--- src/verilog/sa_pkg.sv ---
// Systolic engine package with array constants, operand and result types and controller states
`default_nettype none

package sa_pkg;

    // ========================================
    // Array geometry and data widths
    // ========================================
    localparam int ARRAY_DIM   = 4;
    localparam int ACT_W       = 8;
    localparam int WGT_W       = 8;
    localparam int OFM_W       = 8;
    localparam int PSUM_W      = 32;
    localparam int ADDR_W      = 16;
    localparam int CHN_W       = 16;
    localparam int SHIFT_W     = 5;
    localparam int ROW_W       = $clog2(ARRAY_DIM);

    // ========================================
    // Flow control and drain
    // ========================================
    localparam int RD_CREDITS  = 4;
    localparam int WR_CREDITS  = 2;
    localparam int RD_CRED_W   = $clog2(RD_CREDITS + 1);
    localparam int WR_CRED_W   = $clog2(WR_CREDITS + 1);

    // Zero steps until the last wavefront reaches PE(N-1,N-1)
    localparam int DRAIN_STEPS = 2 * ARRAY_DIM - 1;
    localparam int DRAIN_W     = $clog2(DRAIN_STEPS);

    // Scalar types
    typedef logic signed [ACT_W-1:0]  act_t;
    typedef logic signed [WGT_W-1:0]  wgt_t;
    typedef logic        [OFM_W-1:0]  ofm_t;
    typedef logic signed [PSUM_W-1:0] psum_t;
    typedef logic        [ADDR_W-1:0] addr_t;
    typedef logic        [CHN_W-1:0]  chn_t;

    // One element per row or column
    typedef act_t  [ARRAY_DIM-1:0]                act_vec_t;
    typedef wgt_t  [ARRAY_DIM-1:0]                wgt_vec_t;
    typedef ofm_t  [ARRAY_DIM-1:0]                ofm_vec_t;
    typedef psum_t [ARRAY_DIM-1:0][ARRAY_DIM-1:0] psum_mat_t;

    typedef enum logic [1:0] {
        CTRL_IDLE,
        CTRL_FEED,
        CTRL_DRAIN,
        CTRL_WRITE
    } ctrl_state_t;

endpackage

`default_nettype wire

--- src/verilog/sa_ofm_writer.sv ---
// Output writer capturing final psums, requantizing each row and writing under credits
`timescale 1ns/1ps
`default_nettype none

module sa_ofm_writer (
    input  logic                       clk,
    input  logic                       rst_n,
    input  logic                       psum_final,
    input  sa_pkg::psum_mat_t          psums,
    input  logic [sa_pkg::SHIFT_W-1:0] job_shift,
    input  sa_pkg::act_t               job_zp,
    input  sa_pkg::addr_t              job_ofm_base,
    output logic                       wr_vld,
    output sa_pkg::addr_t              wr_addr,
    output sa_pkg::ofm_vec_t           wr_data,
    input  logic                       wr_credit,
    output logic                       write_done
);

    import sa_pkg::*;

    psum_mat_t            psum_q;
    logic                 busy;
    logic [ROW_W-1:0]     row_idx;
    logic [WR_CRED_W-1:0] wr_credits;
    logic                 last_row;

    // ReLU, then shift and zero point, wrapping in 8 bits
    function automatic ofm_t requant(psum_t p, logic [SHIFT_W-1:0] sh, act_t zero_pt);
        psum_t shifted;
        shifted = p >>> sh;
        if (p < 0) begin
            return '0;
        end
        return shifted[OFM_W-1:0] + $unsigned(zero_pt);
    endfunction

    // ========================================
    // Psum capture
    // ========================================
    always_ff @(posedge clk) begin
        if (psum_final) begin
            psum_q <= psums;
        end
    end

    // ========================================
    // Row issue
    // ========================================
    assign last_row = (row_idx == ROW_W'(ARRAY_DIM - 1));
    assign wr_vld   = busy && (wr_credits != '0);
    assign wr_addr  = job_ofm_base + addr_t'(row_idx);

    always_comb begin
        for (int c = 0; c < ARRAY_DIM; c++) begin
            wr_data[c] = requant(psum_q[row_idx][c], job_shift, job_zp);
        end
    end

    always_ff @(posedge clk or negedge rst_n) begin
        if (!rst_n) begin
            busy       <= 1'b0;
            row_idx    <= '0;
            write_done <= 1'b0;
        end else begin
            write_done <= wr_vld && last_row;
            if (psum_final) begin
                busy    <= 1'b1;
                row_idx <= '0;
            end else if (wr_vld) begin
                row_idx <= row_idx + ROW_W'(1);
                if (last_row) begin
                    busy <= 1'b0;
                end
            end
        end
    end

    // Slots returned by the sink
    always_ff @(posedge clk or negedge rst_n) begin
        if (!rst_n) begin
            wr_credits <= WR_CRED_W'(WR_CREDITS);
        end else begin
            wr_credits <= wr_credits - WR_CRED_W'(wr_vld) + WR_CRED_W'(wr_credit);
        end
    end

    // A new matrix must not land while rows are still going out
    a_wr_no_overlap: assert property (@(posedge clk) disable iff (!rst_n)
        psum_final |-> !busy)
        else $error("psum_final arrived while rows were still being written");

    // Sink may only return slots it was given
    a_wr_credit_bound: assert property (@(posedge clk) disable iff (!rst_n)
        wr_credits <= WR_CRED_W'(WR_CREDITS))
        else $error("write credit count above WR_CREDITS");

endmodule

`default_nettype wire

--- config.mk ---
export PLATFORM = sky130hd
export DESIGN_NAME = sa_ofm_writer
export DESIGN_NICKNAME = d
export VERILOG_FILES = /design/src/verilog/sa_pkg.sv /design/src/verilog/sa_ofm_writer.sv
export SDC_FILE = /design/constraint.sdc
export NUM_CORES = 1
export LEC_CHECK = 0
export BUFFER_PORTS_ARGS = -buffer_cell sky130_fd_sc_hd__buf_2
export CAP_MARGIN = 20
export CORE_MARGIN = 4
export CORE_UTILIZATION = 34
export DETAILED_ROUTE_END_ITERATION = 6
export PLACE_DENSITY_LB_ADDON = 0.3
export SETUP_SLACK_MARGIN = 0.02
export SLEW_MARGIN = 20
export SYNTH_ARGS = -nofsm -noshare
export SYNTH_HDL_FRONTEND = slang
export SYNTH_SLANG_ARGS = --single-unit
--- constraint.sdc ---
create_clock -name clk -period 4.5 [get_ports clk]
set_input_delay 0.45 -clock clk [delete_from_list [all_inputs] [get_ports clk]]
set_output_delay 0.45 -clock clk [all_outputs]
set_load 0.05 [all_outputs]
# Word-level counts from Yosys, hierarchy flattened
# Index checks and enable logic that the tools add are counted.
# Widths: inputs -> output; s select.
# word_totals
word_cells,63
out_inout_bits,50
in_bits,545
register_bits,518
# classes
muxes,19
addsub,8
reduce_logical,6
order_cmp,5
n_eq_ne,1
shifts,4
# op_table
cell,count
$bmux 128 s2,1
$lt 32x1->1 const B,4
$mux 128,1
$sshr 32x5->8,4
$mux 8,8
$add 8x8->8,4
$add 16x2->16,1
$mux 1,7
$reduce_bool 2->1,3
$mux 2,2
$lt 2x3->1 const B,1
$add 2x1->2,1
$add 2x1->2 const B,1
$eq 2x2->1 const B,1
$logic_and 1x1->1,2
$reduce_and 2->1,1
$sub 2x1->2,1

# Logic depth before layout (Yosys ltp)
# depth
depth_word,5
mapped_depth,20
depth_no_buf,15

# Least setup slack after synthesis
# No wires, ideal clock.
# synth_timing
path_type,reg2out
from,register row_idx[0]
to,output port wr_data[31] (netlist name)
slack_ps,-804
stages_incl_launch_ff,17
required_ps,4050
t_arrival_ps,4854
n_path_buf,3
cell_sequence,dfrtp_1 buf_6 buf_6 buf_2 mux2_2 mux4_2 mux2i_1 o21ai_1 mux4_2 ha_1 a21o_1 a21oi_1 o21ai_0 o41ai_1 xor2_1 a31oi_1 nor3b_1
# synth_lines
element,line_no,text
"start, declared",sa_ofm_writer.sv:24,logic [ROW_W-1:0] row_idx;
"start signal, assigned",sa_ofm_writer.sv:71,row_idx <= row_idx + ROW_W'(1);
"end, declared",sa_ofm_writer.sv:15,"output sa_pkg::ofm_vec_t wr_data,"

==> impl_metrics.ini <==
[synth]
synth_seq_cells = 518
synth_ff_type = edfxtp_1
synth_edf_count = 512
synth_cell_type_count = 58
async_reset_ff_frac = 0.0116
syn_nets = 2393
netlist_instances = 1810
postSynthAreaPerCell_um2 = 15.0
syn_area_mm2 = 0.0271
yosys_warnings = 0
synth-seq-area-share = 0.572

[worst_hold_path]
hold_depth = 1
min_to = psum_q[332]$_DFFE_PP_
hp-class = primary input to flop
worstHoldStart = psums[332]

[worst_setup_path]
timing.rr.end = row_idx[1]$_DFFE_PN0P_
worstPathArrival_ns = 5.01
path_cells = buf_12 > buf_12 > buf_16 > mux2_4 > mux4_2 > mux4_2 > mux4_2 > ha_4 > fa_2 > a21o_1 > a21o_1 > a21o_1 > a21oi_2 > xor2_2 > nor2_4 > buf_12
reg2regPathDepth = 5
start_kind = flop
critPathMaxFanout = 8
cp.required_ns = 4.05
r2r_slack_ns = 2.74
end_kind = output pin
path_class = flop to output pin
r2r-start = row_idx[1]$_DFFE_PN0P_
slowest_delay_ns = 0.54
crit_slowest_cell = mux4_2

[cells_and_area]
drive_gt1_frac = 0.471
final_nets = 3757
postLayoutCellArea_mm2 = 0.0421
fillers = 6446
syn_to_final_growth_pct = 55.3

[cts]
cts.sinks = 518
root_buffer = clkbuf_16
htree_levels = 2
cts_buffers = 58
cts_tree = yes
clk_pin_slew_ns = 0.07
cts_buffer_depth = 3
clkLatencyLatePin_ns = 0.60

[run_status]
status = finished, violations left
violations = negative setup slack

[sta]
maxSlewHeadroom = 0.295
timing.final.ws_setup_ns = -0.960
hold_violations = 0
rsz0062_at_grt = true
post-route-period-util = 1.21
drv_slew = 0
worst_pin_slew_ns = 1.06
max_freq_mhz = 183
finClkSkew_ns = 0.0106
setup_viol = 29
setup_tns_ns = -16.13
min_period_ns = 5.46

[power]
p_per_area_mw_per_mm2 = 555
power_leakage_nw = 16.9
ir_drop_mv = 0.325

[global_routing]
antenna_found_initial = 10
grtUsageTotal = 0.243
grt_pass1_wl_um = 154000
grtUsageMet2 = 0.443
grt_pass1_vias = 23900
busiest_layer = met2
grtUsageMet3 = 0.0332
use_met1 = 0.296
grt_max_degree = 128
overflow = 0

[floorplan]
die_area_mm2 = 0.0844
pin_count = 595
std_cell_rows = 103
coreArea_mm2 = 0.0790
die_x_um = 290
start_util = 0.343
die_h_um = 290

[placement]
portBuffers = 594
dp_hpwl_um = 77900
placed_area_mm2 = 0.0343
gp_congestion = 0.945

[route]
postRouteAntennaNets = 0
routed_wl_um = 107000
first_pass_iters = 5
wire_per_inst_um = 24.9
post-route-drc-count = 0
vias = 22100
drt_iter0_drc = 1583
viasPerCell = 5.16

[run]
maxCapViolCount = 0
[routing by layer]
metal	wire length, µm	vias up
li1	-	9907
met1	41500	11100
met2	55700	916
met3	5400	191
met4	4030	0
met5	0	-
[cells by family after synthesis]
group	Yosys count	share of synthesized area
compound gates	263	0.0617
xor+xnor	43	0.0139
fa+ha+maj	38	0.0189
buf+inv	145	0.0292
flops	518	0.572
mux	415	0.245
simple gates	388	0.0591
[registers in the layout (all words and copies together) (netlist names)]
| signal | cells |
|---|---|
| busy | 1 |
| write_done | 1 |
| psum_q | 512 |
| row_idx | 2 |
| wr_credits | 2 |
[power breakdown]
group,switching [mW],internal [mW]
Clock,1.99,2.93
Combinational,6.06,6.38
Sequential,0.237,5.77
[layout make-up]
type                       count  area [µm²]  share of cell area
sequential                   518       15500               0.369
multi-input combinational   1147       11700               0.277
clock buffer                  70        1520              0.0360
clock inverter                37         450              0.0107
antenna                       11        27.5            0.000653
inverter                      16        68.8             0.00163
tap                         1050        1310              0.0312
timing repair buffer        1433       11600               0.275
[placed cells by master (no fill, tap or decap), drive strengths merged, types with 8 or more instances in the layout]
master,synthesis,layout
buf,68,1007
diode,0,11
mux2,77,77
o21ai,86,86
edfxtp,512,512
nand3,8,8
and2,9,9
mux2i,148,148
nor2,136,136
ha,33,33
bufinv,0,9
mux4,190,190
nor3,11,11
xor2,19,19
inv,15,19
xnor2,24,24
clkbuf,61,74
a211oi,24,24
dlygate4sd3,0,421
nor2b,17,17
o22ai,14,14
a21oi,48,48
nand2,186,186
o211ai,25,25
clkinv,1,23
a21o,19,19
[cells in the mapped netlist (all sizes together), types with 5 or more instances]
cell	instances	area, µm²
a21oi	48	240
mux2	77	867
edfxtp	512	15400
o311ai	5	43.8
xor2	19	166
inv	15	56.3
mux2i	148	1490
o21ai	86	430
a31oi	5	31.3
dfrtp	5	125
nand3	8	40.0
xnor2	24	210
o22ai	14	87.6
nand2	186	698
o211ai	25	188
o211a	5	50.1
and2	9	56.3
a21o	19	143
clkbuf	61	229
buf	68	503
ha	33	413
nor2b	17	106
a211oi	24	180
fa	5	100
nor3	11	55.1
mux4	190	4280
nor2	136	510
[stage by stage]
step,cells,hold WS [ns],total power [mW],utilization,worst slack [ns]
global placement,3683,0.335,16.7,0.434,-0.742
detailed placement,3683,0.336,16.8,0.434,-0.798
floorplan,1810,0.154,11.7,-,-0.0878
CTS,4235,0.0000346,22.8,0.523,-0.971
finish,4282,0.0361,23.4,0.533,-0.960
global route,4281,0.00300,24.4,0.533,-1.13
[critical path, delay by kind of cell, from the launching register on]
kind | cells | cell delay, ns
AO/OA/AOI/OAI | 4 | 0.68
XOR/XNOR | 1 | 0.10
adder cells (fa/ha/maj) | 2 | 0.54
buffers and inverters | 4 | 0.62
flip-flops | 1 | 0.51
multiplexers | 4 | 1.77
AND/OR/NAND/NOR | 1 | 0.18
[worst max path at each step]
stage	endpoint	slack (ns)	depth (start not counted)	startpoint
after global routing	wr_data[31]	-1.13	19	row_idx[0]$_DFFE_PN0P_
after CTS	wr_data[6]	-0.97	20	row_idx[0]$_DFFE_PN0P_
after global placement	wr_data[7]	-0.74	18	row_idx[0]$_DFFE_PN0P_
after floorplan	wr_data[31]	-0.09	16	row_idx[0]$_DFFE_PN0P_
after detailed placement	wr_data[7]	-0.80	18	row_idx[0]$_DFFE_PN0P_
final	wr_data[30]	-0.96	16	row_idx[0]$_DFFE_PN0P_
[what timing repair did]
| item | in CTS | in global routing |
|---|---|---|
| pin swaps | 35 | 39 |
| gates cloned | 5 | 4 |
| gates resized for setup | 126 | 113 |
| hold buffers | 418 | 3 |
| setup endpoints to repair | 32 | 32 |
| hold endpoints to repair | 423 | 3 |
| setup buffers | 23 | 31 |
Power figures use the tool's default switching activity.
