[src/verilog/sa_pkg.sv]
// Systolic engine package with array constants, operand and result types and controller states
`default_nettype none

package sa_pkg;

    // ========================================
    // Array geometry and data widths
    // ========================================
    localparam int ARRAY_DIM   = 4;
    localparam int ACT_W       = 8;
    localparam int WGT_W       = 8;
    localparam int OFM_W       = 8;
    localparam int PSUM_W      = 32;
    localparam int ADDR_W      = 16;
    localparam int CHN_W       = 16;
    localparam int SHIFT_W     = 5;
    localparam int ROW_W       = $clog2(ARRAY_DIM);

    // ========================================
    // Flow control and drain
    // ========================================
    localparam int RD_CREDITS  = 4;
    localparam int WR_CREDITS  = 2;
    localparam int RD_CRED_W   = $clog2(RD_CREDITS + 1);
    localparam int WR_CRED_W   = $clog2(WR_CREDITS + 1);

    // Zero steps until the last wavefront reaches PE(N-1,N-1)
    localparam int DRAIN_STEPS = 2 * ARRAY_DIM - 1;
    localparam int DRAIN_W     = $clog2(DRAIN_STEPS);

    // Scalar types
    typedef logic signed [ACT_W-1:0]  act_t;
    typedef logic signed [WGT_W-1:0]  wgt_t;
    typedef logic        [OFM_W-1:0]  ofm_t;
    typedef logic signed [PSUM_W-1:0] psum_t;
    typedef logic        [ADDR_W-1:0] addr_t;
    typedef logic        [CHN_W-1:0]  chn_t;

    // One element per row or column
    typedef act_t  [ARRAY_DIM-1:0]                act_vec_t;
    typedef wgt_t  [ARRAY_DIM-1:0]                wgt_vec_t;
    typedef ofm_t  [ARRAY_DIM-1:0]                ofm_vec_t;
    typedef psum_t [ARRAY_DIM-1:0][ARRAY_DIM-1:0] psum_mat_t;

    typedef enum logic [1:0] {
        CTRL_IDLE,
        CTRL_FEED,
        CTRL_DRAIN,
        CTRL_WRITE
    } ctrl_state_t;

endpackage

`default_nettype wire

[src/verilog/sa_operand_skew.sv]
// Operand skew stage delaying row r and column c by r and c steps to form the wavefront
`timescale 1ns/1ps
`default_nettype none

module sa_operand_skew (
    input  logic             clk,
    input  logic             rst_n,
    input  logic             step,
    input  logic             feed_zero,
    input  sa_pkg::act_vec_t in_act,
    input  sa_pkg::wgt_vec_t in_wgt,
    output sa_pkg::act_vec_t skew_act,
    output sa_pkg::wgt_vec_t skew_wgt
);

    import sa_pkg::*;

    // Lane i carries activation row i and weight column i together
    for (genvar i = 0; i < ARRAY_DIM; i++) begin : g_lane
        logic [ACT_W+WGT_W-1:0] lane_in;

        // Zeros flush the wavefront during drain
        assign lane_in = feed_zero ? '0 : {in_act[i], in_wgt[i]};

        if (i == 0) begin : g_direct
            assign {skew_act[i], skew_wgt[i]} = lane_in;
        end else begin : g_delay
            logic [ACT_W+WGT_W-1:0] lane_q [i];

            always_ff @(posedge clk or negedge rst_n) begin
                if (!rst_n) begin
                    for (int k = 0; k < i; k++) begin
                        lane_q[k] <= '0;
                    end
                end else if (step) begin
                    lane_q[0] <= lane_in;
                    for (int k = 1; k < i; k++) begin
                        lane_q[k] <= lane_q[k-1];
                    end
                end
            end

            // Oldest stage feeds the array edge
            assign {skew_act[i], skew_wgt[i]} = lane_q[i-1];
        end
    end

endmodule

`default_nettype wire

[config.mk]
export PLATFORM = sky130hd
export DESIGN_NAME = sa_operand_skew
export DESIGN_NICKNAME = d
export VERILOG_FILES = /design/src/verilog/sa_pkg.sv /design/src/verilog/sa_operand_skew.sv
export SDC_FILE = /design/constraint.sdc
export NUM_CORES = 1
export LEC_CHECK = 0
export BUFFER_PORTS_ARGS = -buffer_cell sky130_fd_sc_hd__buf_2
export CAP_MARGIN = 25
export CORE_ASPECT_RATIO = 1.25
export CORE_MARGIN = 1.5
export CORE_UTILIZATION = 51
export DETAILED_ROUTE_END_ITERATION = 8
export GPL_TIMING_DRIVEN = 0
export HOLD_SLACK_MARGIN = 0.1
export PLACE_DENSITY = 0.78
export SLEW_MARGIN = 40
export SYNTH_ARGS = -nofsm -noshare
export SYNTH_HDL_FRONTEND = slang
export SYNTH_SLANG_ARGS = --single-unit
[constraint.sdc]
create_clock -name clk -period 0.8 [get_ports clk]
set_input_delay 0.08 -clock clk [delete_from_list [all_inputs] [get_ports clk]]
set_output_delay 0.08 -clock clk [all_outputs]
set_load 0.05 [all_outputs]
== Yosys cells after proc, flatten, opt, wreduce, memory -nomap -nowiden ==
Cells that the tools add are included.
Storage, ports and cells
  input bits: 68
  bits in latches: 0
  logic and storage cells: 10
  ROM bits: 0
  bits in registers: 96
  memories kept: 0
  RAM bits: 0
Operators by class
  add/subtract/negate cells: 0
  bitwise operators: 0
  multiply operators: 0
  reductions and logical operators: 0
  equality and inequality tests: 0
  muxes and demuxes: 4
  div/mod/pow operators: 0
  order comparisons: 0
  shifts and indexed selects: 0
Operators with widths (number)
  two-way mux 16 bit: 4

== Depth between registers and ports, before layout ==
Gate-level depths: netlist of the first run.
  depth in word-level cells: 1
  mapped depth: 5

== Worst setup path before layout of the first run ==
OpenSTA, ideal clock, no wires.
  path type: input port to output port
  start point: in feed_zero
  end point: out skew_act[7] (netlist name)
  path slack: -0.224 ns
  path buffers: 1
  data arrival time: 0.944 ns
  stages: 2
  data required time: 0.720 ns
  cell sequence: clkbuf_1 -> nor2b_1
RTL lines
  start, declared: line sa_operand_skew.sv:9  | input logic feed_zero,
  end, declared: line sa_operand_skew.sv:12  | output sa_pkg::act_vec_t skew_act,

== Final worst setup path of the first run ==
  start point: reg g_lane[2].g_delay.lane_q (netlist bit skew_act[23])
  end point: out skew_act[23] (netlist name)
RTL lines
  start, declared: line sa_operand_skew.sv:28  | logic [ACT_W+WGT_W-1:0] lane_q [i];
  start signal, assigned by index: line sa_operand_skew.sv:38  | lane_q[k] <= lane_q[k-1];
No word-level cell between the ends.

==> flow_summary_export.csv, run 1 <==
group,metric,value,unit
clocking,cts_made_buffers,9,
floorplanning,io_pins,132,
synth,synth_top_cell_by_area,"dfrtp_1",
layout,n_fill_cell,480,
routing,highest_layer,"met4",
synth,yosysWarnings,0,
clocking,path_clk_slew,0.09,ns
sta,tightest_slew,0.435,ns
routing,routed_via_density,5.10,
floorplanning,fp.dieH,105,um
synth,synth_top_area_share,56.7,%
clocking,cts_tree,"built",
synth,ys_types,13,
grt,grt_pass1_wl,17.1,mm
sta,final_hold_viol_count,0,
synth,netlist_area,0.00424,sq mm
synth,synth_flop_cell,"dfrtp_1",
worst_setup_path,cp_max_fo,2,
routing,wl,11.0,mm
routing,antenna_left,0,
sta,fmax,888,MHz
worst_setup_path,cpMaxStageDelayCell,"dfrtp_1",
outcome,violations,"negative setup slack",
outcome,status,"complete, but fails checks",
sta,setup-violations-final,55,
placement,dp.cells,586,
placement,numPortBuffers,130,
grt,grt_pass1_vias,3526,
sta,slew_headroom,71.0,%
worst_setup_path,endpoint_kind,"output port",
synth,synth_area_leaders,"dfrtp_1, mux2_2, nand3b_1",
synth,synth-edff-count,0,
layout,antenna_cells,0,
floorplanning,rows,37,
min_path,hp-class,"in2reg",
synth,synth.avg_cell_area,11.8,sq um
layout,fin_area,0.00637,sq mm
clocking,clk_latency,0.36,ns
routing,wl_met1,4.18,mm
placement,detailed_place_hpwl,6.00,mm
power,p_leak,3.09,nW
sta,post-route-period-util,141,%
routing,wl_met3,368,um
worst_setup_path,crit_buf_inv,2,
synth,ys_seq_area_share,56.7,%
clocking,clock_sinks,96,
flow_run,max-cap-violations,0,
sta,rsz0062_at_grt,"true",
floorplanning,core,0.00815,sq mm
sta,drv_slew,0,
synth,synth-async-reset-ratio,100,%
placement,place_area,0.00507,sq mm
layout,layout-drive-gt1-share,46.3,%
worst_setup_path,worstPathArrival,1.05,ns
clocking,clockRootBuffer,"clkbuf_8",
routing,drt_iter0_drc,179,
synth,synth_most_common_cell,"dfrtp_1",
routing,wl_per_cell,17.0,um
routing,drc,0,
synth,synthTopCellsByCount,"dfrtp_1, inv_1, mux2_2, nand3b_1, o21ai_0",
power,power.density,2000,mW/mm^2
worst_setup_path,crit_required,0.72,ns
floorplanning,die_x,84.6,um
synth,syn-num-nets,426,
floorplanning,start_util,52.0,%
layout,nets,614,
sta,period_needed,1.13,ns
power,peakVddDrop,1310,uV
synth,postSynthCellCount,358,
clocking,clockBufferDepth,2,
routing,routed-via-count,3305,
grt,grt_overflow,0,
synth,synth_seq_cells,96,
worst_setup_path,max_stage_delay,0.42,ns
worst_setup_path,path_cells,"buf_6, buf_12",
routing,met2_length,5.96,mm
grt,grt_usage,25.1,%
worst_setup_path,crit_type,"reg2out",
worst_setup_path,critPathTopFamily,"flip-flops",
placement,gp_congestion,0.782,
worst_setup_path,critPathLaunchType,"flip-flop",
routing,dr.pass1.iters,5,
grt,antenna_found_initial,0,
clocking,htreeDepth,3,
layout,final_cells,648,
sta,layout_setup_ws,-0.326,ns
layout,area_growth,50.3,%
grt,grt_start_max_net_pins,61,
sta,skew,0.00456,ns
floorplanning,die-area,0.00887,sq mm
[stage by stage]
step	TNS [ns]	setup slack, ns	power (W)	hold WS, ns	util [%]
final	-12.42	-0.326	0.0127	0.168	78.2
after global routing	-14.21	-0.363	0.0132	0.162	78.2
after global placement	-129.71	-1.37	0.00855	0.315	61.8
after detailed placement	-12.92	-0.322	0.00865	0.00504	62.2
after floorplan	-1.57	-0.224	0.00785	-0.216	-
after CTS	-13.07	-0.334	0.0126	0.147	76.5
[logic make-up (layout without fill, tap and decap cells)]
| family | count (synthesis) | count (layout) | share of synthesized area (%) |
|---|---|---|---|
| AND/OR/NAND/NOR | 64 | 64 | 11.1 |
| AO/OA/AOI/OAI | 48 | 48 | 5.67 |
| flip-flops | 96 | 96 | 56.7 |
| multiplexers | 48 | 48 | 12.7 |
| buffers and inverters | 102 | 295 | 13.8 |
[cells in the final DEF (no fill, tap or decap), types with 9 or more instances in the layout]
master	instances
buf_8	34
and2b_1	9
buf_2	67
buf_4	17
dfrtp_1	80
dfrtp_2	16
inv_1	48
nand3b_1	48
mux2_2	43
o21ai_0	40
buf_6	50
clkbuf_8	9
dlygate4sd3_1	49
[flip-flops by register name, summed over array words and instances, names as in the netlist]
register	flops
g_lane.g_delay.lane_q	64
skew_act	16
skew_wgt	16
[layout make-up]
class                      instances  area [sq um]  area share [%]
clock inverter                     6          60.1           0.942
sequential                        96          2420            38.0
tap                               97           121            1.90
inverter                          48           180            2.83
multi-input combinational        160          1270            19.9
timing repair buffer             194          1830            28.8
buffer                            37           357            5.59
clock buffer                      10           128            2.00
[worst paths after layout]
check                                                to  cells after the start                         start  slack, ns
setup reg to reg                           skew_act[30]                      2                  skew_act[30]      -0.11
setup / recovery                           skew_act[23]                      2                  skew_act[23]      -0.33
min in group asynchronous   g_lane[1].g_delay.lane_q[4]                      2                         rst_n       0.19
max in group asynchronous  g_lane[3].g_delay.lane_q[36]                      3                         rst_n       0.09
hold reg to reg            g_lane[3].g_delay.lane_q[30]                      1  g_lane[3].g_delay.lane_q[46]       0.50
hold / removal             g_lane[3].g_delay.lane_q[34]                      4                          step       0.17
[worst min-delay path: stages]
cell	delay [ns]
buf_6	0.12
buf_6	0.14
nand3b_1	0.08
o21ai_0	0.07
[power breakdown]
group | total [W] | internal (W) | switching (W)
clock | 0.00311 | 0.00143 | 0.00168
sequential | 0.00571 | 0.00536 | 0.000349
combinational | 0.00390 | 0.00188 | 0.00203
[routing by layer]
layer	global-route usage, %	vias to the layer above
met5	0	-
met4	15.7	0
met3	3.63	40
met2	43.1	116
met1	29.1	1641
li1	-	1508
[what timing repair did]
action	4_1_cts	5_1_grt
endpoints found under the hold margin	144	0
gates cloned	1	1
resized for setup	166	31
buffers inserted	6	8
hold buffers	50	0
endpoints found under the setup margin	64	140
Note: power is estimated with default switching activity, not from simulation.
==> run 2: changes to the inputs <==
--- a/config.mk
+++ b/config.mk
@@ -11,4 +11,5 @@
 export CORE_MARGIN = 1.5
 export CORE_UTILIZATION = 51
+export CTS_CLUSTER_SIZE = 16
 export DETAILED_ROUTE_END_ITERATION = 8
 export GPL_TIMING_DRIVEN = 0
==> constraint.sdc (replaced) <==
create_clock -name clk -period 0.8 [get_ports clk]
set_input_delay 0.04 -clock clk [delete_from_list [all_inputs] [get_ports clk]]
set_output_delay 0.04 -clock clk [all_outputs]
set_load 0.05 [all_outputs]
==> flow_summary_export.csv, run 2 (synthesized netlist as in run 1, its figures left out) <==
group,metric,value,unit
layout,layout_commonest_cell,"dfrtp_1",
routing,dr.pass1.iters,4,
worst_setup_path,endpoint_kind,"output port",
clocking,cts_made_buffers,9,
layout,final_cell_mix,"dfrtp_1, buf_2, dlygate4sd3_1",
floorplanning,io_pins,132,
placement,detailed_place_hpwl,6.00,mm
outcome,violations,"negative setup slack",
power,power_frac_clock,24.6,%
layout,layout-drive-gt1-share,45.9,%
sta,tightest_slew,0.429,ns
power,peakVddDrop,1290,uV
worst_setup_path,r2r_slack,-0.12,ns
sta,slew_headroom,71.4,%
sta,rsz0062_at_grt,"true",
sta,setup-violations-final,55,
flow_run,max-cap-violations,0,
grt,grt_start_max_net_pins,61,
clocking,clk_latency,0.37,ns
worst_setup_path,cpMaxStageDelayCell,"dfrtp_1",
routing,routed-via-count,3282,
layout,n_fill_cell,490,
placement,numPortBuffers,130,
worst_setup_path,critPathLaunchType,"flip-flop",
sta,skew,0.00662,ns
sta,whs,0.122,ns
min_path,hp-class,"in2reg",
routing,wl,10.6,mm
grt,grt_usage,24.4,%
clocking,path_clk_slew,0.09,ns
worst_setup_path,path_cells,"buf_6, buf_8",
worst_setup_path,crit_required,0.76,ns
layout,antenna_cells,0,
floorplanning,start_util,52.0,%
floorplanning,core,0.00815,sq mm
sta,fmax,921,MHz
sta,post-route-period-util,136,%
worst_setup_path,cp-endpoint,"skew_act[30]",
layout,regMostFlops,"g_lane.g_delay.lane_q",
sta,layout_setup_ws,-0.286,ns
routing,antenna_left,0,
layout,final_cells,644,
grt,grt_pass1_vias,3479,
routing,routed_via_density,5.10,
power,comb_power_share,30.2,%
floorplanning,rows,37,
grt,grt_pass1_wl,16.6,mm
clocking,cts_tree,"built",
grt,grt_overflow,0,
sta,drv_slew,0,
power,seq_power_share,45.2,%
power,internal-power,0.00862,W
sta,final_hold_viol_count,0,
worst_setup_path,r2r_cells,2,
clocking,clockBufferDepth,2,
worst_setup_path,crit_start,"skew_act[30]",
layout,nets,610,
floorplanning,die-area,0.00887,sq mm
routing,drt_iter0_drc,199,
routing,wl_per_cell,16.5,um
worst_setup_path,path_depth,2,
clocking,htreeDepth,3,
outcome,status,"complete, but fails checks",
power,power.density,2010,mW/mm^2
layout,largest_reg_flops,64,
floorplanning,die_x,84.6,um
floorplanning,fp.dieH,105,um
clocking,clock_sinks,96,
routing,drc,0,
power,power_switching,0.00403,W
worst_setup_path,r2r_start,"skew_wgt[18]",
grt,antenna_found_initial,0,
worst_setup_path,crit_buf_inv,2,
sta,period_needed,1.09,ns
clocking,clockRootBuffer,"clkbuf_8",
worst_setup_path,worstPathArrival,1.05,ns
worst_setup_path,max_stage_delay,0.42,ns
worst_setup_path,crit_type,"reg2out",
worst_setup_path,critPathTopFamily,"flip-flops",
layout,area_growth,48.5,%
placement,dp.cells,586,
worst_setup_path,rr_endpoint,"skew_wgt[18]",
power,swShare,31.8,%
worst_setup_path,cp_max_fo,2,
power,p_leak,3.06,nW
placement,gp_congestion,0.782,
[run 2: cell types whose count changed in the layout (fill, tap and decap cells not counted)]
cell and change:
buf_4 -2, o21ai_0 +1, o21ai_1 -1, clkbuf_4 +1, buf_6 -3, clkbuf_8 +3
buf_2 +2, buf_12 -2, buf_8 -3
[run 2: how the worst min path moves through the flow]
| stage | start | to | slack, ns | cells after the start |
|---|---|---|---|---|
| floorplan | rst_n | g_lane[1].g_delay.lane_q[0] | -0.26 | 0 |
| global placement | in_wgt[12] | g_lane[1].g_delay.lane_q[4] | 0.28 | 3 |
| detailed placement | rst_n | g_lane[1].g_delay.lane_q[0] | -0.03 | 1 |
| CTS | step | g_lane[3].g_delay.lane_q[34] | 0.11 | 4 |
| global route | step | g_lane[3].g_delay.lane_q[34] | 0.12 | 4 |
| finish | step | g_lane[3].g_delay.lane_q[34] | 0.12 | 4 |
[run 2: per-stage QoR]
| stage | cell area [sq um] | total power [W] | setup TNS, ns | util [%] | worst slack [ns] |
|---|---|---|---|---|---|
| floorplan | 4260 | 0.00785 | -1.01 | - | -0.144 |
| finish | 6300 | 0.0126 | -10.68 | 77.3 | -0.286 |
| global placement | 5030 | 0.00855 | -121.32 | 61.8 | -1.33 |
| CTS | 6190 | 0.0126 | -11.15 | 76.0 | -0.294 |
| detailed placement | 5070 | 0.00865 | -8.09 | 62.2 | -0.242 |
| global route | 6300 | 0.0131 | -12.49 | 77.3 | -0.324 |
[run 2: area by class of cell]
class	count	area (sq um)	share of cell area [%]
Sequential cell	96	2420	38.5
Clock inverter	6	60.1	0.954
Timing Repair Buffer	190	1760	28.0
Inverter	48	180	2.86
Tap cell	97	121	1.93
Buffer	37	354	5.62
Clock buffer	10	128	2.03
Multi-Input combinational cell	160	1270	20.2
[run 2: routing by layer]
metal | track usage, % | vias to the layer above | routed length, um
met5 | 0 | - | 0
met4 | 14.7 | 0 | 488
met3 | 3.87 | 36 | 423
met2 | 42.4 | 115 | 5740
met1 | 27.9 | 1631 | 3990
li1 | - | 1500 | -
[run 2: repair_timing]
action	CTS	global route
buffers inserted	5	6
endpoints found under the hold margin	144	0
resized for setup	160	19
gates cloned	0	1
hold buffers	50	0
endpoints found under the setup margin	64	134
[run 2: worst reg2reg max path: cells and delay by family, from the launching register on]
kind,cells,cell delay (ns)
buf+inv,1,0.14
flops,1,0.41
mux,1,0.27
[run 2: power by group through the flow]
| stage | registers [W] | logic [W] | clock network [W] |
|---|---|---|---|
| floorplan | 0.00587 | 0.00199 | 0 |
| global placement | 0.00567 | 0.00288 | 0 |
| detailed placement | 0.00571 | 0.00295 | 0 |
| CTS | 0.00569 | 0.00369 | 0.00319 |
| global route | 0.00578 | 0.00401 | 0.00336 |
| finish | 0.00571 | 0.00382 | 0.00311 |
