[src/verilog/sa_pkg.sv]
// Systolic engine package with array constants, operand and result types and controller states
`default_nettype none

package sa_pkg;

    // ========================================
    // Array geometry and data widths
    // ========================================
    localparam int ARRAY_DIM   = 4;
    localparam int ACT_W       = 8;
    localparam int WGT_W       = 8;
    localparam int OFM_W       = 8;
    localparam int PSUM_W      = 32;
    localparam int ADDR_W      = 16;
    localparam int CHN_W       = 16;
    localparam int SHIFT_W     = 5;
    localparam int ROW_W       = $clog2(ARRAY_DIM);

    // ========================================
    // Flow control and drain
    // ========================================
    localparam int RD_CREDITS  = 4;
    localparam int WR_CREDITS  = 2;
    localparam int RD_CRED_W   = $clog2(RD_CREDITS + 1);
    localparam int WR_CRED_W   = $clog2(WR_CREDITS + 1);

    // Zero steps until the last wavefront reaches PE(N-1,N-1)
    localparam int DRAIN_STEPS = 2 * ARRAY_DIM - 1;
    localparam int DRAIN_W     = $clog2(DRAIN_STEPS);

    // Scalar types
    typedef logic signed [ACT_W-1:0]  act_t;
    typedef logic signed [WGT_W-1:0]  wgt_t;
    typedef logic        [OFM_W-1:0]  ofm_t;
    typedef logic signed [PSUM_W-1:0] psum_t;
    typedef logic        [ADDR_W-1:0] addr_t;
    typedef logic        [CHN_W-1:0]  chn_t;

    // One element per row or column
    typedef act_t  [ARRAY_DIM-1:0]                act_vec_t;
    typedef wgt_t  [ARRAY_DIM-1:0]                wgt_vec_t;
    typedef ofm_t  [ARRAY_DIM-1:0]                ofm_vec_t;
    typedef psum_t [ARRAY_DIM-1:0][ARRAY_DIM-1:0] psum_mat_t;

    typedef enum logic [1:0] {
        CTRL_IDLE,
        CTRL_FEED,
        CTRL_DRAIN,
        CTRL_WRITE
    } ctrl_state_t;

endpackage

`default_nettype wire

[src/verilog/sa_job_ctrl.sv]
// Job controller with config capture, credited read requests, beat counting and array drain
`timescale 1ns/1ps
`default_nettype none

module sa_job_ctrl (
    input  logic                       clk,
    input  logic                       rst_n,
    input  logic                       cfg_vld,
    output logic                       cfg_rdy,
    input  sa_pkg::addr_t              act_base,
    input  sa_pkg::addr_t              wgt_base,
    input  sa_pkg::addr_t              ofm_base,
    input  sa_pkg::chn_t               chn,
    input  logic [sa_pkg::SHIFT_W-1:0] shift,
    input  sa_pkg::act_t               zp,
    output logic                       rd_req,
    output sa_pkg::addr_t              rd_act_addr,
    output sa_pkg::addr_t              rd_wgt_addr,
    input  logic                       rd_data_vld,
    output logic                       array_clear,
    output logic                       array_step,
    output logic                       feed_zero,
    output logic                       psum_final,
    output logic [sa_pkg::SHIFT_W-1:0] job_shift,
    output sa_pkg::act_t               job_zp,
    output sa_pkg::addr_t              job_ofm_base,
    input  logic                       write_done
);

    import sa_pkg::*;

    ctrl_state_t          state;
    ctrl_state_t          state_nxt;
    addr_t                act_base_q;
    addr_t                wgt_base_q;
    chn_t                 chn_q;
    chn_t                 req_cnt;
    chn_t                 beat_cnt;
    logic [RD_CRED_W-1:0] rd_credits;
    logic [DRAIN_W-1:0]   drain_cnt;
    logic                 cfg_fire;
    logic                 last_beat;
    logic                 drain_last;

    assign cfg_rdy    = (state == CTRL_IDLE);
    assign cfg_fire   = cfg_vld && cfg_rdy;
    assign last_beat  = (beat_cnt == chn_q - chn_t'(1));
    assign drain_last = (drain_cnt == DRAIN_W'(DRAIN_STEPS - 1));

    // ========================================
    // Job parameters, held until next config
    // ========================================
    always_ff @(posedge clk) begin
        if (cfg_fire) begin
            act_base_q   <= act_base;
            wgt_base_q   <= wgt_base;
            chn_q        <= chn;
            job_shift    <= shift;
            job_zp       <= zp;
            job_ofm_base <= ofm_base;
        end
    end

    // ========================================
    // FSM
    // ========================================
    always_comb begin
        state_nxt = state;
        case (state)
            CTRL_IDLE:  if (cfg_fire) state_nxt = CTRL_FEED;
            CTRL_FEED:  if (rd_data_vld && last_beat) state_nxt = CTRL_DRAIN;
            CTRL_DRAIN: if (drain_last) state_nxt = CTRL_WRITE;
            CTRL_WRITE: if (write_done) state_nxt = CTRL_IDLE;
            default:    state_nxt = CTRL_IDLE;
        endcase
    end

    always_ff @(posedge clk or negedge rst_n) begin
        if (!rst_n) begin
            state      <= CTRL_IDLE;
            psum_final <= 1'b0;
            drain_cnt  <= '0;
        end else begin
            state      <= state_nxt;
            // Psums settle on the edge that ends the last drain step
            psum_final <= (state == CTRL_DRAIN) && drain_last;
            drain_cnt  <= (state == CTRL_DRAIN) ? drain_cnt + DRAIN_W'(1) : '0;
        end
    end

    // ========================================
    // Read requests under credits
    // ========================================
    assign rd_req      = (state == CTRL_FEED) && (req_cnt != chn_q) && (rd_credits != '0);
    assign rd_act_addr = act_base_q + addr_t'(req_cnt);
    assign rd_wgt_addr = wgt_base_q + addr_t'(req_cnt);

    always_ff @(posedge clk or negedge rst_n) begin
        if (!rst_n) begin
            req_cnt    <= '0;
            beat_cnt   <= '0;
            rd_credits <= RD_CRED_W'(RD_CREDITS);
        end else begin
            if (cfg_fire) begin
                req_cnt  <= '0;
                beat_cnt <= '0;
            end else begin
                req_cnt  <= req_cnt + chn_t'(rd_req);
                beat_cnt <= beat_cnt + chn_t'(rd_data_vld);
            end
            rd_credits <= rd_credits - RD_CRED_W'(rd_req) + RD_CRED_W'(rd_data_vld);
        end
    end

    // Array sequencing
    assign array_clear = cfg_fire;
    assign array_step  = ((state == CTRL_FEED) && rd_data_vld) || (state == CTRL_DRAIN);
    assign feed_zero   = (state == CTRL_DRAIN);

    // Memory must not return more beats than were requested
    a_rd_credit_bound: assert property (@(posedge clk) disable iff (!rst_n)
        rd_credits <= RD_CRED_W'(RD_CREDITS))
        else $error("read credit count above RD_CREDITS");

    a_rd_no_orphan_beat: assert property (@(posedge clk) disable iff (!rst_n)
        rd_data_vld |-> (rd_credits != RD_CRED_W'(RD_CREDITS)))
        else $error("read beat returned with no request outstanding");

endmodule

`default_nettype wire

[config.mk]
export PLATFORM = sky130hd
export DESIGN_NAME = sa_job_ctrl
export DESIGN_NICKNAME = d
export VERILOG_FILES = /design/src/verilog/sa_pkg.sv /design/src/verilog/sa_job_ctrl.sv
export SDC_FILE = /design/constraint.sdc
export NUM_CORES = 1
export LEC_CHECK = 0
export BUFFER_PORTS_ARGS = -buffer_cell sky130_fd_sc_hd__buf_2
export CAP_MARGIN = 25
export CORE_MARGIN = 2
export CORE_UTILIZATION = 55
export DETAILED_ROUTE_END_ITERATION = 12
export GPL_TIMING_DRIVEN = 0
export PLACE_DENSITY = 0.89
export SLEW_MARGIN = 20
export SYNTH_ARGS = -nofsm -noshare
export SYNTH_HDL_FRONTEND = slang
export SYNTH_SLANG_ARGS = --single-unit
[constraint.sdc]
create_clock -name clk -period 5.35 [get_ports clk]
set_clock_uncertainty 0.15 [all_clocks]
set_input_delay 0.535 -clock clk [delete_from_list [all_inputs] [get_ports clk]]
set_output_delay 0.535 -clock clk [all_outputs]
set_load 0.05 [all_outputs]
# == Word level (Yosys, flattened, before mapping) ==
# Index checks and enable logic that the tools add are counted.
# op_classes
n_addsub,8
eq_ne,10
mux,8
n_reduce_logical,10
# op_table
op,count
$add A16 B1 Y16,2
$add A16 B16 Y16,2
$mux W16,2
$eq A16 B16 Y1,1
$ne A16 B16 Y1,1
$sub A16 B1 Y16 const B,1
$mux W2,4
$pmux W2 S4,1
$logic_and A1 B1 Y1,6
$eq A2 B2 Y1 const B,2
$ne A2 B1 Y1 const B,2
$ne A2 B2 Y1 const B,2
$reduce_and A4 Y1,1
$add A3 B1 Y3,1
$add A3 B1 Y3 const B,1
$eq A3 B3 Y1 const B,1
$mux W3,1
$reduce_bool A3 Y1,1
$sub A3 B1 Y3,1
$eq A2 B1 Y1 const B,1
$logic_not A2 Y1,1
$logic_or A1 B1 Y1,1
# totals
ff_bits,118
inputBits,82
word_cells,48

# == Logic depth before layout (Yosys ltp) ==
# Gate-level depths: netlist of the first run.
# depth
ltp_word,5
mapped_depth,12

# == Worst setup path before layout of the first run ==
# Ideal clock, no wire load.
# synth_timing
path_kind,reg2out
from,reg state[1]
to,out array_clear
arrival_ns,4.070
required_time_ns,4.665
setup_slack_ns,0.595
stages_incl_launch_ff,6
path_cell_list,dfrtp_1 inv_1 ha_1 and2_1 clkbuf_1 clkbuf_1
# synth_between
elab_chain_len,2
# synth_lines
item,line,rtl
from (decl),sa_job_ctrl.sv:32,ctrl_state_t state;
from (signal assigned),sa_job_ctrl.sv:84,state <= state_nxt;
$logic_not A2 Y1,sa_job_ctrl.sv:45,assign cfg_rdy = (state == CTRL_IDLE);
net cfg_rdy,sa_job_ctrl.sv:9,"output logic cfg_rdy,"
$logic_and A1 B1 Y1,sa_job_ctrl.sv:46,assign cfg_fire = cfg_vld && cfg_rdy;
to (decl),sa_job_ctrl.sv:20,"output logic array_clear,"
# The timed path passes the listed nets, and every way through them passes these cells.

# == Worst setup path in the final report of the first run ==
# layout_timing
from,reg req_cnt[1]
to,out rd_wgt_addr[15]
# layout_between
elab_chain_len,1
# layout_lines
item,line,rtl
from (decl),sa_job_ctrl.sv:37,chn_t req_cnt;
from (signal assigned),sa_job_ctrl.sv:108,req_cnt <= req_cnt + chn_t'(rd_req);
$add A16 B16 Y16,sa_job_ctrl.sv:96,assign rd_wgt_addr = wgt_base_q + addr_t'(req_cnt);
to (decl),sa_job_ctrl.sv:18,"output sa_pkg::addr_t rd_wgt_addr,"
# Every way passes these cells.

==> results of run 1 <==
-- layer usage --
layer | vias up | routed length (µm) | share of wire
met5 | - | 0 | 0
met4 | 0 | 366 | 0.023
met3 | 32 | 1210 | 0.077
met2 | 270 | 7690 | 0.49
met1 | 2436 | 6340 | 0.41
li1 | 2403 | - | -
-- worst max-delay path: stages, from the launching register on --
cell	delay, ns
dfrtp_1	0.54
ha_1	0.31
a211o_1	0.31
a21oi_1	0.20
o21ai_1	0.16
a211oi_1	0.44
a21oi_1	0.21
or4_1	0.54
and3_1	0.18
buf_2	0.21
-- cells by family (layout without fill, tap and decap cells) --
| group | count (synthesis) | in the layout |
|---|---|---|
| simple gates | 172 | 172 |
| flops | 118 | 118 |
| fa+ha+maj | 46 | 46 |
| compound gates | 106 | 106 |
| xor+xnor | 86 | 86 |
| buf+inv | 38 | 221 |
-- worst max path at each step --
stage	startpoint	end	slack, ns	cells after the start
final	req_cnt[1]$_DFF_PN0_	rd_wgt_addr[15]	1.16	9
after global routing	req_cnt[1]$_DFF_PN0_	rd_wgt_addr[15]	1.02	9
after CTS	req_cnt[1]$_DFF_PN0_	rd_wgt_addr[15]	1.22	9
after detailed placement	req_cnt[1]$_DFF_PN0_	rd_wgt_addr[15]	1.68	9
after global placement	state[1]$_DFFE_PN0P_	array_clear	-0.33	6
after floorplan	state[1]$_DFFE_PN0P_	array_clear	0.59	5
-- cell usage in the layout, fill, tap and decap left out, types with 3 or more instances in the layout --
cell type   instances
buf_2             151
edfxtp_1           77
xor2_1             51
nor2_1             46
ha_1               43
dfrtp_1            40
xnor2_1            35
a21oi_1            33
inv_1              25
o21ai_0            22
nand2_1            20
clkbuf_16          17
nand3_1            16
nand4_1            16
nor2b_1            14
and3_1             11
o21a_1              9
a211oi_1            9
nor3_1              9
clkbuf_1            8
or3_1               8
a21o_1              7
nor4_1              6
o21bai_1            4
nand2b_1            4
and4_1              4
clkinv_4            4
clkinvlp_4          4
a21boi_0            3
and2_1              3
fa_1                3
-- timing repair --
action | CTS | global route
resized for setup | 0 | 0
hold buffers | 0 | 1
endpoints found under the hold margin | 0 | 11
-- Yosys cell counts, drive strengths merged (3+ instances only) --
cell and number:
edfxtp 77, xor2 51, nor2 47, ha 43, dfrtp 40, xnor2 35, a21oi 33, inv 25
o21ai 23, nand2 20, nand3 16, nand4 16, nor2b 14, and3 11, a211oi 10, nor3 10
clkbuf 9, o21a 9, or3 8, a21o 7, nor4 7, and4 5, and2 4, buf 4
nand2b 4, o21bai 4, a21boi 3, fa 3, or2 3
-- registers in the layout (all words and copies together) (netlist names) --
| signal | cells |
|---|---|
| psum_final | 1 |
| wgt_base_q | 16 |
| chn_q | 16 |
| job_ofm_base | 16 |
| act_base_q | 16 |
| drain_cnt | 3 |
| job_zp | 8 |
| req_cnt | 16 |
| beat_cnt | 16 |
| state | 2 |
| rd_credits | 3 |
| job_shift | 5 |
-- through the flow --
stage | hold slack, ns | area (µm²)
floorplan | 0.0894 | 6470
global placement | 0.294 | 7390
detailed placement | 0.322 | 7420
CTS | 0.129 | 7970
global route | 0.126 | 8000
finish | 0.139 | 8000
-- final cells by class --
cell class                      instances  area (µm²)
Tap cell                              143         179
Clock inverter                         15         130
Clock buffer                           17         425
Sequential cell                       118        3340
Timing Repair Buffer                  151         798
Inverter                               25        93.8
Buffer                                 13        63.8
Multi-Input combinational cell        410        2970
Fill cell                             788        3460
-- power by group through the flow --
| stage | clock network [mW] | registers [mW] | logic [mW] |
|---|---|---|---|
| floorplan | 0 | 1.42 | 1.08 |
| global placement | 0 | 1.33 | 1.49 |
| detailed placement | 0 | 1.32 | 1.57 |
| CTS | 1.07 | 1.30 | 1.59 |
| global route | 1.11 | 1.32 | 1.71 |
| finish | 1.06 | 1.30 | 1.58 |
==> impl_metrics.yaml, run 1 <==
outcome:
  status: "complete, no violations"
global_routing:
  grtUsageMet3: 0.0761
  grtUsageTotal: 0.250
  grt_first_pass_wirelength_mm: 24.8
  grt_antenna_before_repair: 0
  grt_pass1_vias: 5170
  busiest_layer: "met2"
  grt_remaining_overflow: 0
  grt_max_degree: 55
  met2_usage: 0.420
  grt_use_met1: 0.305
pwr:
  p_leak_nw: 3.55
  totalPowerFinal_mw: 3.95
  comb_power_share: 0.402
  clock_power_share: 0.269
  p_per_area_nw_per_um2: 493
  seq_power_share: 0.330
  p_sw_mw: 1.67
  peakVddDrop_uv: 409
  internal_power_mw: 2.28
  swShare: 0.423
worst_setup_path:
  reg2reg_depth: 11
  critPathLaunchType: "flip-flop"
  cp_data_required_time_ns: 4.66
  critPathArrivalTime_ns: 3.51
  r2r_start: "chn_q[0]$_DFFE_PP_"
  reg2reg_setup_slack_ns: 2.18
  path_max_fanout: 8
  r2r_end: "state[0]$_DFFE_PN0P_"
  crit_type: "flip-flop to primary output"
  endpoint_kind: "primary output"
synth:
  yosys.area_share.xor_xnor: 0.116
  syn_avg_cell_area_um2: 11.4
  syn_nets: 694
  yosysTopAreaCell: "edfxtp_1"
  ys_warn_count: 0
  synthDominantCellAreaShare: 0.358
  synth.distinct_cells: 60
  synth.area.top_cells: "edfxtp_1, dfrtp_1, ha_1"
  synthMuxAreaShare: 0
  syn_inst: 566
  ys_async_sr_fraction: 0.347
  synthSimpleGateAreaFrac: 0.145
  synthAdderAreaFrac: 0.0925
  ys_seq_area_frac: 0.516
  synth-compound-area-share: 0.106
  synth_top_family_by_area: "simple AND/OR/NAND/NOR gates"
  netlist_area_um2: 6470
  ys_ff_latch: 118
  synth-edff-count: 77
  synthFlopType: "edfxtp_1"
clock_tree:
  clk_latency_ns: 0.41
  cts_buffer_depth: 2
  clockRootBuffer: "clkbuf_16"
  htreeDepth: 4
  cts_buffers: 17
  cts_setup_buffers: 0
  tritoncts: "done"
  clkTransAtPathRegs_ns: 0.06
  cts.sinks: 118
final_layout:
  layout-drive-gt1-share: 0.263
  fin_cells: 892
  area_growth_pct: 23.8
  post-route-util: 0.698
  nets: 864
  antenna_cells: 0
routing:
  routed_wl_mm: 15.6
  postRouteAntennaNets: 0
  drt-vias-per-instance: 5.76
  drc: 0
  vias: 5141
  initialDrtViolationCount: 376
  wire_per_inst_um: 17.5
  dr.pass1.iters: 5
sta:
  fin_tns_setup_ns: 0
  fmaxAchievable_ghz: 0.238
  min_period_ns: 4.19
  finalCritPeriodShare: 0.784
  hold_violations: 0
  final.setup.worst_slack_ns: 1.16
  max_slew.worst_pin.slew_ns: 0.553
  maxSlewViolCount: 0
  finalSetupViolations: 0
  rsz0062_at_grt: "no"
  relSlewSlack: 0.630
hold_path:
  holdPathStages: 1
  min-delay-start: "act_base[5]"
  hold_class: "input port to flip-flop"
  hold_end: "act_base_q[5]$_DFFE_PP_"
place:
  post-place-ws_ns: 1.68
  place_hpwl_mm: 11.4
  io_buffers: 148
  gp_congestion: 0.904
  dp.cells: 858
flow_run:
  maxCapViolations: 0
floorplan:
  core_area_um2: 11500
  die_w_um: 112
  die_y_um: 112
  start_util: 0.564
  rows: 39
  die-area_um2: 12600
  ios: 149
No activity file was read; power rests on OpenSTA's default activity.
==> run 2: changes to the inputs <==
- CORE_UTILIZATION: 55 -> 49
- PLACE_DENSITY: 0.89 -> 0.84
- clock period: 5.35 -> 3.4 ns (I/O delays scaled with it)
==> run 2 against run 1 <==
Net effect: the flow now finishes with violations (setup timing); largest power group unchanged; cell area grew 14%; critical path type unchanged; sequential share of layout area down 5.2 points; worst setup slack got worse by 1.3 ns; die area is 12% higher; cell count grew 14%; sequential power increased by 57%; count of clock-buffer cells in the layout is 2 higher; total power is 66% higher; register-to-register slack worse by 1.9 ns; largest cell class unchanged; core utilization is 1.8 points higher; global-route usage up 0.57 points.
==> impl_metrics.yaml, run 2 (synthesis results as in run 1) <==
outcome:
  status: "finished, violations left"
  violations: "setup timing"
clock_tree:
  clockRootBuffer: "clkbuf_16"
  clk_latency_ns: 0.42
  cts.sinks: 118
  cts_buffers: 17
  clkTransAtPathRegs_ns: 0.06
  cts_buffer_depth: 2
  tritoncts: "done"
  htreeDepth: 4
sta:
  min_period_ns: 3.51
  fmaxAchievable_ghz: 0.285
  max_slew.worst_pin.slew_ns: 0.588
  finalCritPeriodShare: 1.03
  finalSetupViolations: 1
  final.setup.worst_slack_ns: -0.110
  rsz0062_at_grt: "yes"
  hold_violations: 0
  fin_tns_setup_ns: -0.110
  relSlewSlack: 0.608
  maxSlewViolCount: 0
final_layout:
  antenna_cells: 0
  nets: 956
  layout-drive-gt1-share: 0.288
  fin_cells: 1013
  layout_commonest_cell: "buf_2"
  final_cell_mix: "buf_2, dlygate4sd3_1, edfxtp_1, xor2_1, nor2_1"
  fillers: 811
  area_growth_pct: 41.5
routing:
  vias: 5576
  initialDrtViolationCount: 315
  postRouteAntennaNets: 0
  wire_per_inst_um: 18.1
  routed_wl_mm: 18.3
  dr.pass1.iters: 5
  drc: 0
  drt-vias-per-instance: 5.50
global_routing:
  grtUsageTotal: 0.256
  grt_first_pass_wirelength_mm: 28.3
  grt_remaining_overflow: 0
  grt_antenna_before_repair: 0
  grt_pass1_vias: 5802
  grt_max_degree: 49
floorplan:
  die_w_um: 119
  core_area_um2: 12800
  die-area_um2: 14100
  start_util: 0.506
  ios: 149
  rows: 41
  die_y_um: 119
place:
  io_buffers: 148
  place_hpwl_mm: 11.2
  dp.cells: 887
  gp_congestion: 0.879
pwr:
  swShare: 0.416
  seq_power_share: 0.312
  internal_power_mw: 3.82
  p_sw_mw: 2.72
  peakVddDrop_uv: 663
  comb_power_share: 0.423
  clock_power_share: 0.265
  p_leak_nw: 3.97
  p_per_area_nw_per_um2: 716
worst_setup_path:
  cp_data_required_time_ns: 2.91
  critPathArrivalTime_ns: 3.02
  critPathLaunchType: "flip-flop"
  endpoint_kind: "primary output"
  path_max_fanout: 2
  crit_type: "flip-flop to primary output"
flow_run:
  maxCapViolations: 0
hold_path:
  hold_class: "input port to flip-flop"
## run 2: worst paths after layout
path,start,end,slack (ns),cells past startpoint
hold reg to reg,drain_cnt[0]$_DFF_PN0_,drain_cnt[0]$_DFF_PN0_,0.31,1
max in group asynchronous,rst_n,req_cnt[8]$_DFF_PN0_,2.45,3
setup / recovery,wgt_base_q[1]$_DFFE_PP_,rd_wgt_addr[15],-0.11,9
hold / removal,rd_data_vld,rd_credits[0]$_DFF_PN0_,0.07,2
min in group asynchronous,rst_n,rd_credits[1]$_DFF_PN0_,0.17,2
setup reg to reg,chn_q[0]$_DFFE_PP_,state[0]$_DFFE_PN0P_,0.25,11
## run 2: metrics by stage
step           utilization  hold WS (ns)  instance area (µm²)  total power [mW]  worst slack, ns
2_1_floorplan            -        -0.106                 6470              3.91           0.0860
3_3_place_gp         0.582         0.294                 7430              4.43           -0.257
3_5_place_dp         0.584         0.305                 7450              4.53           -0.115
4_1_cts              0.706        0.0776                 9010              6.45          -0.0710
5_1_grt              0.716        0.0908                 9150              6.84           -0.216
6_report             0.716        0.0740                 9150              6.55           -0.110
## run 2: layer usage
metal	vias to the layer above	GRT usage	wire, µm
met5	-	0	0
met4	0	0.100	403
met3	45	0.0771	1300
met2	263	0.445	9530
met1	2671	0.295	7100
li1	2597	-	-
## run 2: layout make-up
type,instances,area (µm²),share of cell area
inverters,25,93.8,0.0103
repair buffers,243,1700,0.186
well taps,172,215,0.0235
clock buffers,19,433,0.0473
clock inverters,13,133,0.0145
plain buffers,13,67.6,0.00738
multi-input cells,410,3160,0.345
flip-flops and latches,118,3350,0.366
## run 2: repair_timing
action,in CTS,in global routing
hold buffers,78,0
pin swaps,11,15
buffers inserted,11,4
setup endpoints to repair,14,10
resized for setup,33,20
hold endpoints to repair,117,0
## run 2: power by group through the flow
| stage | Clock, mW | Sequential (mW) | Combinational [mW] |
|---|---|---|---|
| after floorplan | 0 | 2.22 | 1.69 |
| after global placement | 0 | 2.07 | 2.35 |
| after detailed placement | 0 | 2.07 | 2.46 |
| after CTS | 1.74 | 2.03 | 2.68 |
| after global routing | 1.81 | 2.07 | 2.96 |
| final | 1.74 | 2.04 | 2.77 |
## run 2: critical path, cell delays in order, from the launching register on
cell      delay [ns]
edfxtp_1        0.45
ha_4            0.28
a211o_1         0.30
a21oi_2         0.18
o21ai_2         0.12
a211oi_2        0.37
a21oi_2         0.13
or4_1           0.47
and3_4          0.17
buf_8           0.14
==> run 3: changes to the inputs <==
- PLACE_DENSITY: 0.84 -> not set
- PLACE_DENSITY_LB_ADDON: not set -> 0.12
==> run 3 against run 2 <==
Net effect: total power grew 1.1%; the flow now finishes without violations; clock power grew 5%; critical endpoint unchanged; sequential cell count did not move; largest cell class unchanged; critical path type unchanged; highest routed layer unchanged; hold slack better by 0.038 ns; fmax is 5.2% higher; core utilization is 0.26 points higher; critical path depth unchanged; combinational power decreased by 1%.
==> impl_metrics.yaml, run 3 (synthesis results as in run 1) <==
outcome:
  status: "complete, no violations"
worst_setup_path:
  endpoint_kind: "primary output"
  cp_data_required_time_ns: 2.91
  critPathArrivalTime_ns: 2.85
  critPathLaunchType: "flip-flop"
  reg2reg_setup_slack_ns: 0.23
  slowest_stage: "or4_1"
  crit_type: "flip-flop to primary output"
  path_cells: "ha_4 > a211o_1 > a21oi_2 > o21ai_2 > a211oi_2 > a21oi_2 > or4_1 > and3_1 > buf_6"
  path_max_fanout: 3
  cpPeakStageDelay_ns: 0.45
  path_common_cell: "a21oi_2"
floorplan:
  rows: 41
  core_area_um2: 12800
  die-area_um2: 14100
  die_w_um: 119
  ios: 149
  start_util: 0.506
  die_y_um: 119
pwr:
  totalPowerFinal_mw: 6.62
  p_per_area_nw_per_um2: 721
  peakVddDrop_uv: 694
  p_leak_nw: 3.99
clock_tree:
  cts.sinks: 118
  cts_buffers: 17
  clk_latency_ns: 0.42
  htreeDepth: 4
  clkTransAtPathRegs_ns: 0.05
  tritoncts: "done"
  cts_buffer_depth: 2
  clockRootBuffer: "clkbuf_16"
final_layout:
  final_cell_mix: "buf_2, dlygate4sd3_1, edfxtp_1, xor2_1, nor2_1"
  layout_commonest_cell: "buf_2"
  final_area_um2: 9180
  antenna_cells: 0
  fin_cells: 1011
  area_growth_pct: 42.0
  nets: 954
  layout-drive-gt1-share: 0.292
  fillers: 891
routing:
  dr.pass1.iters: 4
  postRouteAntennaNets: 0
  wire_per_inst_um: 16.9
  drt-vias-per-instance: 5.29
  vias: 5344
  initialDrtViolationCount: 249
  routed_wl_mm: 17.1
  drc: 0
place:
  place_hpwl_mm: 11.1
  io_buffers: 148
  dp.cells: 887
  place_area_um2: 7460
  post-place-ws_ns: 0.0453
  gp_congestion: 0.881
sta:
  min_period_ns: 3.34
  finalCritPeriodShare: 0.981
  hold_violations: 0
  final.setup.worst_slack_ns: 0.0647
  maxSlewViolCount: 0
  fmaxAchievable_ghz: 0.300
  rsz0062_at_grt: "yes"
  fin_tns_setup_ns: 0
  relSlewSlack: 0.615
  max_slew.worst_pin.slew_ns: 0.577
  finalSetupViolations: 0
flow_run:
  maxCapViolations: 0
hold_path:
  hold_class: "input port to flip-flop"
global_routing:
  grt_first_pass_wirelength_mm: 26.9
  grt_antenna_before_repair: 0
  grtUsageTotal: 0.244
  grt_max_degree: 50
  grt_remaining_overflow: 0
  grt_pass1_vias: 5520
[run 3: cell count changes in the layout (fill, tap and decap cells not counted), moves of 2 or more]
cell	before	now
o21ai_1	2	0
ha_4	4	7
buf_12	2	0
clkbuf_1	10	8
ha_2	2	0
inv_6	1	5
buf_2	144	141
[run 3: power by group]
part	switching [mW]	leakage, nW	internal [mW]
clock	0.680	0.282	1.15
sequential	0.203	1.25	1.85
combinational	1.83	2.45	0.908
[run 3: worst paths after layout]
path,from,end,cells past startpoint
setup / recovery,req_cnt[1]$_DFF_PN0_,rd_wgt_addr[15],9
hold / removal,rd_data_vld,rd_credits[0]$_DFF_PN0_,2
setup reg to reg,req_cnt[1]$_DFF_PN0_,rd_credits[2]$_DFF_PN1_,12
hold reg to reg,drain_cnt[0]$_DFF_PN0_,drain_cnt[0]$_DFF_PN0_,1
max in group asynchronous,rst_n,req_cnt[2]$_DFF_PN0_,2
min in group asynchronous,rst_n,req_cnt[12]$_DFF_PN0_,2
[run 3: through the flow]
step	hold WS, ns	util
2_1_floorplan	-0.106	-
3_3_place_gp	0.295	0.582
3_5_place_dp	0.305	0.584
4_1_cts	0.0979	0.704
5_1_grt	0.119	0.719
6_report	0.112	0.719
[run 3: critical path: cells and delay by family, from the launching register on]
| family | cells | cell delay, ns |
|---|---|---|
| fa+ha+maj | 1 | 0.25 |
| buf+inv | 1 | 0.15 |
| flops | 1 | 0.44 |
| compound gates | 5 | 0.97 |
| simple gates | 2 | 0.61 |
[run 3: timing repair]
item	CTS	global route
resized for setup	26	32
hold buffers	78	0
pin swaps	12	20
hold endpoints to repair	117	0
setup buffers	9	5
setup endpoints to repair	13	12
[run 3: cell type report]
type | count | area (µm²) | share of cell area
flip-flops and latches | 118 | 3350 | 0.364
multi-input cells | 410 | 3170 | 0.346
repair buffers | 241 | 1690 | 0.184
clock buffers | 17 | 425 | 0.0463
well taps | 172 | 215 | 0.0234
clock inverters | 15 | 176 | 0.0192
inverters | 25 | 93.8 | 0.0102
plain buffers | 13 | 67.6 | 0.00736
[run 3: layer usage]
| metal | routed length (µm) | track usage | vias to the layer above |
|---|---|---|---|
| met1 | 7380 | 0.301 | 2544 |
| met5 | 0 | 0 | - |
| met3 | 1110 | 0.0738 | 21 |
| met4 | 290 | 0.0885 | 0 |
| li1 | - | - | 2588 |
| met2 | 8330 | 0.406 | 191 |
